### src/ex_pkg.sv
/*
 * Shared types for the execution stage: data widths, ALU and multdiv
 * operation codes, RV32M options and multdiv FSM states
 */
`default_nettype none

package ex_pkg;

  // Data widths
  typedef logic [31:0] word_t;
  // Adder operand with the carry-in slot in bit 0
  typedef logic [32:0] adder_op_t;
  // Adder sum with carry out in bit 33
  typedef logic [33:0] adder_ext_t;
  typedef logic [33:0] imd_val_t;

  typedef enum logic [3:0] {
    ALU_ADD,
    ALU_SUB,
    ALU_XOR,
    ALU_OR,
    ALU_AND,
    ALU_SLL,
    ALU_SRL,
    ALU_SRA,
    ALU_SLT,
    ALU_SLTU,
    // Branch compares
    ALU_EQ,
    ALU_NE,
    ALU_LT,
    ALU_GE,
    ALU_LTU,
    ALU_GEU
  } alu_op_e;

  typedef enum logic [1:0] {
    MD_OP_MUL,
    MD_OP_MULHU,
    MD_OP_DIVU,
    MD_OP_REMU
  } md_op_e;

  typedef enum logic {
    RV32MNone,
    RV32MSlow
  } rv32m_e;

  typedef enum logic [2:0] {
    MD_IDLE,
    MD_INIT,
    MD_RUN,
    MD_FIX,
    MD_DONE
  } md_state_e;

endpackage

`default_nettype wire

### src/ex_if.sv
/*
 * Shared adder bus between ALU and multdiv, and the
 * intermediate value register bus
 */
`default_nettype none

interface ex_adder_if import ex_pkg::*; ();
  adder_op_t  operand_a;
  adder_op_t  operand_b;
  word_t      adder_result;
  adder_ext_t adder_ext;
  logic       is_equal;

  modport md  (output operand_a, operand_b, input adder_result, adder_ext, is_equal);
  modport alu (input operand_a, operand_b, output adder_result, adder_ext, is_equal);
endinterface

interface ex_imd_if import ex_pkg::*; ();
  logic [1:0] we;
  imd_val_t   d0;
  imd_val_t   d1;
  imd_val_t   q0;
  imd_val_t   q1;

  modport ex   (output we, d0, d1, input q0, q1);
  modport regs (input we, d0, d1, output q0, q1);
endinterface

`default_nettype wire

### src/ex_alu.sv
/*
 * ALU: add/sub, logic, shifts, set-less-than and branch compares,
 * with the 33-bit adder shared out to the multdiv
 */
`default_nettype none

module ex_alu import ex_pkg::*; (
  input  alu_op_e operator_i,
  input  word_t   operand_a_i,
  input  word_t   operand_b_i,
  input  logic    multdiv_sel_i,
  ex_adder_if.alu adder,
  output word_t   result_o,
  output logic    comparison_o
);

  logic       adder_negate;
  adder_op_t  adder_in_a;
  adder_op_t  adder_in_b;
  adder_ext_t adder_sum;
  word_t      adder_result;
  logic       is_equal;
  logic       lt_signed;
  logic       lt_unsigned;
  logic [4:0] shamt;
  word_t      shift_result;

  ///////////////////////////////
  // Adder
  ///////////////////////////////

  always_comb begin
    case (operator_i)
      ALU_SUB, ALU_SLT, ALU_SLTU, ALU_EQ, ALU_NE,
      ALU_LT, ALU_GE, ALU_LTU, ALU_GEU: adder_negate = 1'b1;
      default:                          adder_negate = 1'b0;
    endcase
  end

  // Subtract as a + ~b + 1 with the +1 entering through bit 0
  always_comb begin
    if (multdiv_sel_i) begin
      adder_in_a = adder.operand_a;
      adder_in_b = adder.operand_b;
    end else begin
      adder_in_a = {operand_a_i, 1'b1};
      adder_in_b = {operand_b_i, 1'b0} ^ {33{adder_negate}};
    end
  end

  assign adder_sum    = {1'b0, adder_in_a} + {1'b0, adder_in_b};
  assign adder_result = adder_sum[32:1];
  assign is_equal     = ~|adder_result;

  assign adder.adder_result = adder_result;
  assign adder.adder_ext    = adder_sum;
  assign adder.is_equal     = is_equal;

  ///////////////////////////////
  // Compares
  ///////////////////////////////

  // No carry out means a borrow, so a < b
  assign lt_unsigned = ~adder_sum[33];
  // Differing signs decide directly, else the sign of the difference
  assign lt_signed   = (operand_a_i[31] ^ operand_b_i[31]) ? operand_a_i[31] : adder_result[31];

  always_comb begin
    case (operator_i)
      ALU_EQ:           comparison_o = is_equal;
      ALU_NE:           comparison_o = ~is_equal;
      ALU_LT, ALU_SLT:  comparison_o = lt_signed;
      ALU_GE:           comparison_o = ~lt_signed;
      ALU_LTU, ALU_SLTU: comparison_o = lt_unsigned;
      ALU_GEU:          comparison_o = ~lt_unsigned;
      default:          comparison_o = 1'b0;
    endcase
  end

  ///////////////////////////////
  // Shifts and result mux
  ///////////////////////////////

  assign shamt = operand_b_i[4:0];

  always_comb begin
    case (operator_i)
      ALU_SLL: shift_result = operand_a_i << shamt;
      ALU_SRA: shift_result = $unsigned($signed(operand_a_i) >>> shamt);
      default: shift_result = operand_a_i >> shamt;
    endcase
  end

  always_comb begin
    case (operator_i)
      ALU_XOR:                   result_o = operand_a_i ^ operand_b_i;
      ALU_OR:                    result_o = operand_a_i | operand_b_i;
      ALU_AND:                   result_o = operand_a_i & operand_b_i;
      ALU_SLL, ALU_SRL, ALU_SRA: result_o = shift_result;
      ALU_SLT, ALU_SLTU:         result_o = {31'b0, comparison_o};
      default:                   result_o = adder_result;
    endcase
  end

endmodule

`default_nettype wire

### src/ex_multdiv.sv
/*
 * Iterative multiply (shift-add) and unsigned restoring divide,
 * one bit per cycle on the ALU adder
 */
`default_nettype none

module ex_multdiv import ex_pkg::*; (
  input  logic   clk_i,
  input  logic   reset_i,
  input  logic   mult_en_i,
  input  logic   div_en_i,
  input  md_op_e operator_i,
  input  word_t  op_a_i,
  input  word_t  op_b_i,
  ex_adder_if.md adder,
  ex_imd_if.ex   imd,
  output logic   valid_o,
  output word_t  result_o
);

  md_state_e   state_q, state_d;
  logic [4:0]  count_q, count_d;
  logic        div_zero_q, div_zero_d;
  logic        md_en;
  word_t       acc;
  word_t       shreg;
  logic [32:0] rem_shift;
  logic        sub_ok;

  assign md_en = mult_en_i | div_en_i;

  // Register 0 holds partial product or remainder, register 1 multiplier or quotient
  assign acc   = imd.q0[31:0];
  assign shreg = imd.q1[31:0];

  // Next dividend bit shifted into the remainder
  assign rem_shift = {acc, shreg[31]};
  // Bit 32 set means the partial remainder already exceeds any divisor
  assign sub_ok    = rem_shift[32] | adder.adder_ext[33];

  // Bit 0 of each adder operand is the carry-in
  always_comb begin
    adder.operand_a = '0;
    adder.operand_b = '0;
    case (state_q)
      MD_INIT: adder.operand_a = {op_b_i, 1'b0};
      MD_RUN: begin
        if (div_en_i) begin
          adder.operand_a = {rem_shift[31:0], 1'b1};
          adder.operand_b = {~op_b_i, 1'b1};
        end else begin
          adder.operand_a = {acc, 1'b0};
          adder.operand_b = shreg[0] ? {op_a_i, 1'b0} : '0;
        end
      end
      default: ;
    endcase
  end

  always_comb begin
    state_d    = state_q;
    count_d    = count_q;
    div_zero_d = div_zero_q;
    imd.we     = 2'b00;
    imd.d0     = '0;
    imd.d1     = '0;
    valid_o    = 1'b0;
    case (state_q)
      MD_IDLE: begin
        if (md_en) state_d = MD_INIT;
      end
      MD_INIT: begin
        imd.we     = 2'b11;
        imd.d1     = {2'b00, div_en_i ? op_a_i : op_b_i};
        // Divisor passes the adder unchanged for the zero check
        div_zero_d = adder.is_equal;
        count_d    = 5'd31;
        state_d    = MD_RUN;
      end
      MD_RUN: begin
        imd.we = 2'b11;
        if (div_en_i) begin
          imd.d0 = {2'b00, sub_ok ? adder.adder_result : rem_shift[31:0]};
          imd.d1 = {2'b00, shreg[30:0], sub_ok};
        end else begin
          imd.d0 = {2'b00, adder.adder_ext[33:2]};
          imd.d1 = {2'b00, adder.adder_ext[1], shreg[31:1]};
        end
        count_d = count_q - 5'd1;
        if (count_q == 5'd0) state_d = MD_FIX;
      end
      MD_FIX: begin
        // x/0 gives all ones, x%0 gives x
        if (div_en_i && div_zero_q) begin
          imd.we = 2'b11;
          imd.d0 = {2'b00, op_a_i};
          imd.d1 = {2'b00, {32{1'b1}}};
        end
        state_d = MD_DONE;
      end
      MD_DONE: begin
        valid_o = 1'b1;
        state_d = MD_IDLE;
      end
      default: state_d = MD_IDLE;
    endcase
    // Enable dropped mid-operation aborts
    if (!md_en) state_d = MD_IDLE;
  end

  always_ff @(posedge clk_i) begin
    if (reset_i) begin
      state_q    <= MD_IDLE;
      count_q    <= '0;
      div_zero_q <= 1'b0;
    end else begin
      state_q    <= state_d;
      count_q    <= count_d;
      div_zero_q <= div_zero_d;
    end
  end

  assign result_o = (operator_i == MD_OP_MUL || operator_i == MD_OP_DIVU) ? shreg : acc;

  // Issue controller never enables both units at once
  assert property (@(posedge clk_i) disable iff (reset_i) !(mult_en_i && div_en_i))
    else $error("ex_multdiv: mult_en and div_en both high");

endmodule

`default_nettype wire

### src/ex_block.sv
/*
 * Execution block: ALU plus optional slow multdiv, result and
 * intermediate write muxing, valid generation
 */
`default_nettype none

module ex_block import ex_pkg::*; #(
  parameter rv32m_e RV32M = RV32MSlow
) (
  input  logic    clk_i,
  input  logic    reset_i,
  input  alu_op_e alu_operator_i,
  input  word_t   alu_operand_a_i,
  input  word_t   alu_operand_b_i,
  input  md_op_e  md_operator_i,
  input  logic    mult_en_i,
  input  logic    div_en_i,
  input  logic    md_sel_i,
  input  word_t   md_operand_a_i,
  input  word_t   md_operand_b_i,
  ex_imd_if.ex    imd,
  output word_t   result_o,
  output logic    branch_decision_o,
  output logic    ex_valid_o
);

  word_t      alu_result;
  word_t      md_result;
  logic       md_valid;

  ex_adder_if adder_bus ();
  ex_imd_if   md_imd ();

  // The ALU never writes the intermediate registers
  assign md_imd.q0 = imd.q0;
  assign md_imd.q1 = imd.q1;
  assign imd.we    = md_sel_i ? md_imd.we : 2'b00;
  assign imd.d0    = md_sel_i ? md_imd.d0 : '0;
  assign imd.d1    = md_sel_i ? md_imd.d1 : '0;

  ex_alu alu_i (
    .operator_i   (alu_operator_i),
    .operand_a_i  (alu_operand_a_i),
    .operand_b_i  (alu_operand_b_i),
    .multdiv_sel_i(md_sel_i),
    .adder        (adder_bus.alu),
    .result_o     (alu_result),
    .comparison_o (branch_decision_o)
  );

  if (RV32M == RV32MSlow) begin : gen_md_slow
    ex_multdiv multdiv_i (
      .clk_i     (clk_i),
      .reset_i   (reset_i),
      .mult_en_i (mult_en_i),
      .div_en_i  (div_en_i),
      .operator_i(md_operator_i),
      .op_a_i    (md_operand_a_i),
      .op_b_i    (md_operand_b_i),
      .adder     (adder_bus.md),
      .imd       (md_imd.ex),
      .valid_o   (md_valid),
      .result_o  (md_result)
    );
  end else begin : gen_md_none
    // Multdiv ops finish at once with zero
    assign adder_bus.operand_a = '0;
    assign adder_bus.operand_b = '0;
    assign md_imd.we           = 2'b00;
    assign md_imd.d0           = '0;
    assign md_imd.d1           = '0;
    assign md_valid            = 1'b1;
    assign md_result           = '0;
  end

  // ALU ops complete in the cycle they are presented
  assign result_o   = md_sel_i ? md_result : alu_result;
  assign ex_valid_o = md_sel_i ? md_valid : 1'b1;

endmodule

`default_nettype wire

### src/ex_issue_ctrl.sv
/*
 * Issue control: request handshake, held operation and operands,
 * intermediate value registers and result return
 */
`default_nettype none

module ex_issue_ctrl import ex_pkg::*; (
  input  logic    clk_i,
  input  logic    reset_i,
  input  logic    req_valid_i,
  output logic    req_ready_o,
  input  logic    req_md_i,
  input  alu_op_e req_alu_op_i,
  input  md_op_e  req_md_op_i,
  input  word_t   operand_a_i,
  input  word_t   operand_b_i,
  output alu_op_e alu_op_o,
  output md_op_e  md_op_o,
  output word_t   op_a_o,
  output word_t   op_b_o,
  output logic    mult_en_o,
  output logic    div_en_o,
  output logic    md_sel_o,
  ex_imd_if.regs  imd,
  input  logic    ex_valid_i,
  input  word_t   block_result_i,
  input  logic    block_branch_i,
  output word_t   result_o,
  output logic    branch_o,
  output logic    result_valid_o
);

  typedef enum logic [1:0] {
    ISS_IDLE,
    ISS_BUSY,
    ISS_RESP
  } iss_state_e;

  iss_state_e state_q;
  logic       accept;
  logic       done;

  assign req_ready_o    = (state_q == ISS_IDLE);
  assign accept         = req_valid_i & req_ready_o;
  assign done           = (state_q == ISS_BUSY) & ex_valid_i;
  assign result_valid_o = (state_q == ISS_RESP);

  always_ff @(posedge clk_i) begin
    if (reset_i) begin
      state_q  <= ISS_IDLE;
      alu_op_o <= ALU_ADD;
      md_op_o  <= MD_OP_MUL;
      md_sel_o <= 1'b0;
    end else begin
      case (state_q)
        ISS_IDLE: begin
          if (accept) begin
            state_q  <= ISS_BUSY;
            alu_op_o <= req_alu_op_i;
            md_op_o  <= req_md_op_i;
            md_sel_o <= req_md_i;
          end
        end
        ISS_BUSY: if (ex_valid_i) state_q <= ISS_RESP;
        default:  state_q <= ISS_IDLE;
      endcase
    end
  end

  // Operands and result
  always_ff @(posedge clk_i) begin
    if (accept) begin
      op_a_o <= operand_a_i;
      op_b_o <= operand_b_i;
    end
    if (done) begin
      result_o <= block_result_i;
      branch_o <= block_branch_i;
    end
  end

  // Enables held only until the block reports valid
  assign mult_en_o = (state_q == ISS_BUSY) & md_sel_o &
                     (md_op_o == MD_OP_MUL || md_op_o == MD_OP_MULHU);
  assign div_en_o  = (state_q == ISS_BUSY) & md_sel_o &
                     (md_op_o == MD_OP_DIVU || md_op_o == MD_OP_REMU);

  // Intermediate value registers
  always_ff @(posedge clk_i) begin
    if (imd.we[0]) imd.q0 <= imd.d0;
    if (imd.we[1]) imd.q1 <= imd.d1;
  end

  // Block writes the intermediate registers only while an operation is in flight
  assert property (@(posedge clk_i) disable iff (reset_i)
                   (state_q != ISS_BUSY) |-> (imd.we == 2'b00))
    else $error("ex_issue_ctrl: intermediate write outside a busy operation");

endmodule

`default_nettype wire

### src/ex_unit.sv
/*
 * Execution stage top: issue controller and execution block
 */
`default_nettype none

module ex_unit import ex_pkg::*; #(
  parameter rv32m_e RV32M = RV32MSlow
) (
  input  logic    clk_i,
  input  logic    reset_i,
  input  logic    req_valid_i,
  output logic    req_ready_o,
  input  logic    req_md_i,
  input  alu_op_e req_alu_op_i,
  input  md_op_e  req_md_op_i,
  input  word_t   operand_a_i,
  input  word_t   operand_b_i,
  output word_t   result_o,
  output logic    branch_o,
  output logic    result_valid_o
);

  alu_op_e alu_op;
  md_op_e  md_op;
  word_t   op_a;
  word_t   op_b;
  logic    mult_en;
  logic    div_en;
  logic    md_sel;
  logic    ex_valid;
  word_t   block_result;
  logic    block_branch;

  ex_imd_if imd_bus ();

  ex_issue_ctrl issue_ctrl_i (
    .clk_i         (clk_i),
    .reset_i       (reset_i),
    .req_valid_i   (req_valid_i),
    .req_ready_o   (req_ready_o),
    .req_md_i      (req_md_i),
    .req_alu_op_i  (req_alu_op_i),
    .req_md_op_i   (req_md_op_i),
    .operand_a_i   (operand_a_i),
    .operand_b_i   (operand_b_i),
    .alu_op_o      (alu_op),
    .md_op_o       (md_op),
    .op_a_o        (op_a),
    .op_b_o        (op_b),
    .mult_en_o     (mult_en),
    .div_en_o      (div_en),
    .md_sel_o      (md_sel),
    .imd           (imd_bus.regs),
    .ex_valid_i    (ex_valid),
    .block_result_i(block_result),
    .block_branch_i(block_branch),
    .result_o      (result_o),
    .branch_o      (branch_o),
    .result_valid_o(result_valid_o)
  );

  ex_block #(
    .RV32M(RV32M)
  ) ex_block_i (
    .clk_i            (clk_i),
    .reset_i          (reset_i),
    .alu_operator_i   (alu_op),
    .alu_operand_a_i  (op_a),
    .alu_operand_b_i  (op_b),
    .md_operator_i    (md_op),
    .mult_en_i        (mult_en),
    .div_en_i         (div_en),
    .md_sel_i         (md_sel),
    .md_operand_a_i   (op_a),
    .md_operand_b_i   (op_b),
    .imd              (imd_bus.ex),
    .result_o         (block_result),
    .branch_decision_o(block_branch),
    .ex_valid_o       (ex_valid)
  );

endmodule

`default_nettype wire

### config.mk
export PLATFORM = sky130hd
export DESIGN_NAME = ex_unit
export DESIGN_NICKNAME = d
export VERILOG_FILES = /design/src/ex_pkg.sv /design/src/ex_if.sv /design/src/ex_alu.sv /design/src/ex_multdiv.sv /design/src/ex_block.sv /design/src/ex_issue_ctrl.sv /design/src/ex_unit.sv
export SDC_FILE = /design/constraint.sdc
export NUM_CORES = 1
export LEC_CHECK = 0
export BUFFER_PORTS_ARGS = -buffer_cell sky130_fd_sc_hd__buf_2
export CORE_ASPECT_RATIO = 1.4
export CORE_MARGIN = 2
export CORE_UTILIZATION = 30
export CTS_CLUSTER_DIAMETER = 100
export DETAILED_ROUTE_END_ITERATION = 6
export PLACE_DENSITY_LB_ADDON = 0.08
export SETUP_SLACK_MARGIN = 0.4
export SLEW_MARGIN = 20
export SYNTH_ARGS = -nofsm -noshare
export SYNTH_HDL_FRONTEND = slang
export SYNTH_SLANG_ARGS = --single-unit
### constraint.sdc
create_clock -name clk_i -period 8.25 [get_ports clk_i]
set_input_delay 0.825 -clock clk_i [delete_from_list [all_inputs] [get_ports clk_i]]
set_output_delay 0.825 -clock clk_i [all_outputs]
set_load 0.01 [all_outputs]
==> impl_results.md <==
* Outcome: complete, no violations
* Hold Crit Class: input pin to flip-flop
* Core Util, Final at 33.3%
* Largest cells by area after synthesis: edfxtp_1 (27%), a21oi_1 (7.7%), mux4_2 (7.1%)
* Vias at 18000
* Cts repair resizes at 0
* Max IR drop VDD at 162 µV
* DP Worst Slack at 2.36 ns
* Ports at 109
* Full die area at 0.0627 mm²
* Port bufs at 108
* DP HPWL at 57.9 mm
* Post-CTS Hold Buffers at 0
* Syn. warnings at 0
* Antenna violations before repair at 3
* Final nets at 2327
* Hold_ws at 0.473 ns
* Setup bufs post-CTS at 0
* Asr flop ratio synth at 0%
* Synthesized area at 0.0182 mm²
* Final hold violations at 0
* CP arrival at 6.15 ns
* GRT Overall Usage at 26.5%
* RSZ-0062 raised after global routing: no
* Routability Congestion at 0.913
* DRC viols at 0
* CTS max path bufs at 2
* Setup Total Neg Slack at 0 ns
* Root buf cell: clkbuf_16
* Count leader, synth: a21oi_1
* LEAKAGE at 0.00710 µW
* Post-Syn Area per Cell at 8.29 µm²
* H-tree depth at 4
* Vias/cell at 6.05
* Finish-stage setup viols at 0
* CP Capture Type: flip-flop
* Crit-path max FO at 22
* P&R area growth vs syn at 9.58%
* Worst-path clk slew at 0.08 ns
* CTS buffer count at 17
* Slew Viols, Final at 0
* Relative slew margins at 18.1%
* Synth cell types at 89
* Core box area at 0.0598 mm²
* Starting DRT DRC Count at 1628
* Cell taking the most area after synthesis: edfxtp_1
* Total power at 3570 µW
* Total congestion overflow at 0
* First-pass GRT wire length at 121 mm
* WL per Instance at 28.0 µm
* Setup ws final at 2.33 ns
* Vias in the first global route at 17100
* TritonCTS clock tree: yes
* CP required at 8.48 ns
* Post-synth EDFFs at 161
* Pre-antenna DRT Iters at 6
* Maxcap violations at 0
* Latest clock arrival within the worst-skew pair at 0.52 ns
* Die Ht at 295 µm
* Starting Density at 30.4%
* Num rows at 106
* Seq cells post-synth at 180
* Register area share after synthesis at 28.7%
* Largest net degree at the start of global routing at 137
* Total wire length at 83.5 mm
* Cells after Synth at 2194
* Fmax achieved at 169 MHz
* Final Critical Period at 5.92 ns
* Yosys top cell area share at 26.6%
* Mapped Nets at 2368
* Share of cells above drive strength 1 at 15.1%
* Post-synth top cells: a21oi_1 (279), nor2_1 (248), nand2_1 (221)
* PwrDens at 179 mW/mm²
* Final ANT Viol Nets at 0
* Tightest Pin Transition at 1.23 ns
* Die Wd at 212 µm
* Final Skew at 0.0191 ns
* CTS Sinks at 180
* Startpoint types: flip-flop
* Crit Path Category: flip-flop to flip-flop
* Ys flop type: edfxtp_1
* Final Cycle Share at 71.7%
==> cells by family (layout without fill, tap and decap cells) <==
kind of cell / count (synthesis) / count (layout) / synth area share [%]
AOI/OAI and AO/OA: 780 / 780 / 27.4
buffers and inverters: 305 / 277 / 6.62
and+or+nand+nor: 615 / 615 / 14.8
other: 0 / 1 / 0
muxes: 159 / 159 / 12.9
DFF: 180 / 180 / 28.7
xor gates and xnor gates: 55 / 55 / 2.73
adders and majority gates: 100 / 100 / 6.92
==> registers in the layout (all words and copies together) (netlist names) <==
name,flops
issue_ctrl_i.imd.q0,32
issue_ctrl_i.imd.q1,32
issue_ctrl_i.op_a_o,32
issue_ctrl_i.op_b_o,32
issue_ctrl_i.result_o,32
ex_block_i.gen_md_slow.multdiv_i.count_q,5
issue_ctrl_i.alu_op_o,4
ex_block_i.gen_md_slow.multdiv_i.state_q,3
issue_ctrl_i.md_op_o,2
issue_ctrl_i.state_q,2
ex_block_i.alu_i.adder_negate,1
ex_block_i.gen_md_slow.multdiv_i.div_zero_q,1
issue_ctrl_i.branch_o,1
issue_ctrl_i.md_sel_o,1
==> worst paths after layout <==
path                            depth (start not counted)  slack (ns)                                                startpoint                                                       end
worst max-delay path                                   16        2.33  ex_block_i.gen_md_slow.multdiv_i.state_q[0]$_SDFFE_PP0P_                      issue_ctrl_i.imd.q0[2]$_SDFFCE_PN0P_
worst min register to register                          1        0.48  ex_block_i.gen_md_slow.multdiv_i.count_q[4]$_SDFFE_PP0N_  ex_block_i.gen_md_slow.multdiv_i.count_q[4]$_SDFFE_PP0N_
worst min-delay path                                    1        0.47                                           operand_a_i[21]                         issue_ctrl_i.op_a_o[21]$_DFFE_PP_
worst max register to register                         16        2.33  ex_block_i.gen_md_slow.multdiv_i.state_q[0]$_SDFFE_PP0P_                      issue_ctrl_i.imd.q0[2]$_SDFFCE_PN0P_
==> layout make-up <==
class / instances / area, µm²
inverters: 79 / 297
clock buffers: 19 / 433
clock inverters: 13 / 100
fillers: 6275 / 39900
diodes: 1 / 2.50
well taps: 810 / 1010
flip-flops and latches: 180 / 5220
repair buffers: 166 / 1010
multi-input cells: 1709 / 11900
==> critical path, cell delays in order (launching register included) <==
cell	delay, ns
dfxtp_1	0.50
or3b_1	0.78
buf_4	0.44
a21oi_1	0.07
a21oi_1	0.13
a21oi_1	0.09
ha_1	0.42
a21oi_2	0.29
o211ai_2	0.18
a21oi_4	0.27
o22ai_1	0.17
a311o_2	0.44
a211oi_4	0.83
buf_4	0.44
mux2_2	0.37
nand2_1	0.07
o221ai_1	0.10
==> layout by cell type (no fill, tap or decap), types with 51 or more instances in the layout <==
cell type and n:
buf_4 55, edfxtp_1 161, o21ai_0 133, nor2_1 245, inv_1 78, o22ai_1 51
nand2_1 220, mux2i_1 75, a221o_1 64, ha_1 99, a21oi_1 279, buf_2 108
mux4_2 57
==> report_power, final <==
part	total, µW	switching (µW)	internal [µW]
Sequential	1130	71.8	1060
Combinational	1620	1060	561
Clock	822	433	389
==> through the flow <==
step / std cells / instance area (µm²)
floorplan: 2194 / 18200
global placement: 2944 / 19400
detailed placement: 2944 / 19400
CTS: 2976 / 19900
global route: 2976 / 19900
finish: 2977 / 19900
==> metal layers <==
metal	routed length, µm	vias up	share of wire, %	GRT usage, %
met5	7	-	0.0084	0
met4	3590	2	4.3	11.9
met3	4370	157	5.2	3.94
met2	41800	688	50	46.1
met1	33700	9019	40	32.2
li1	-	8157	-	-
Power figures use the tool's default switching activity.
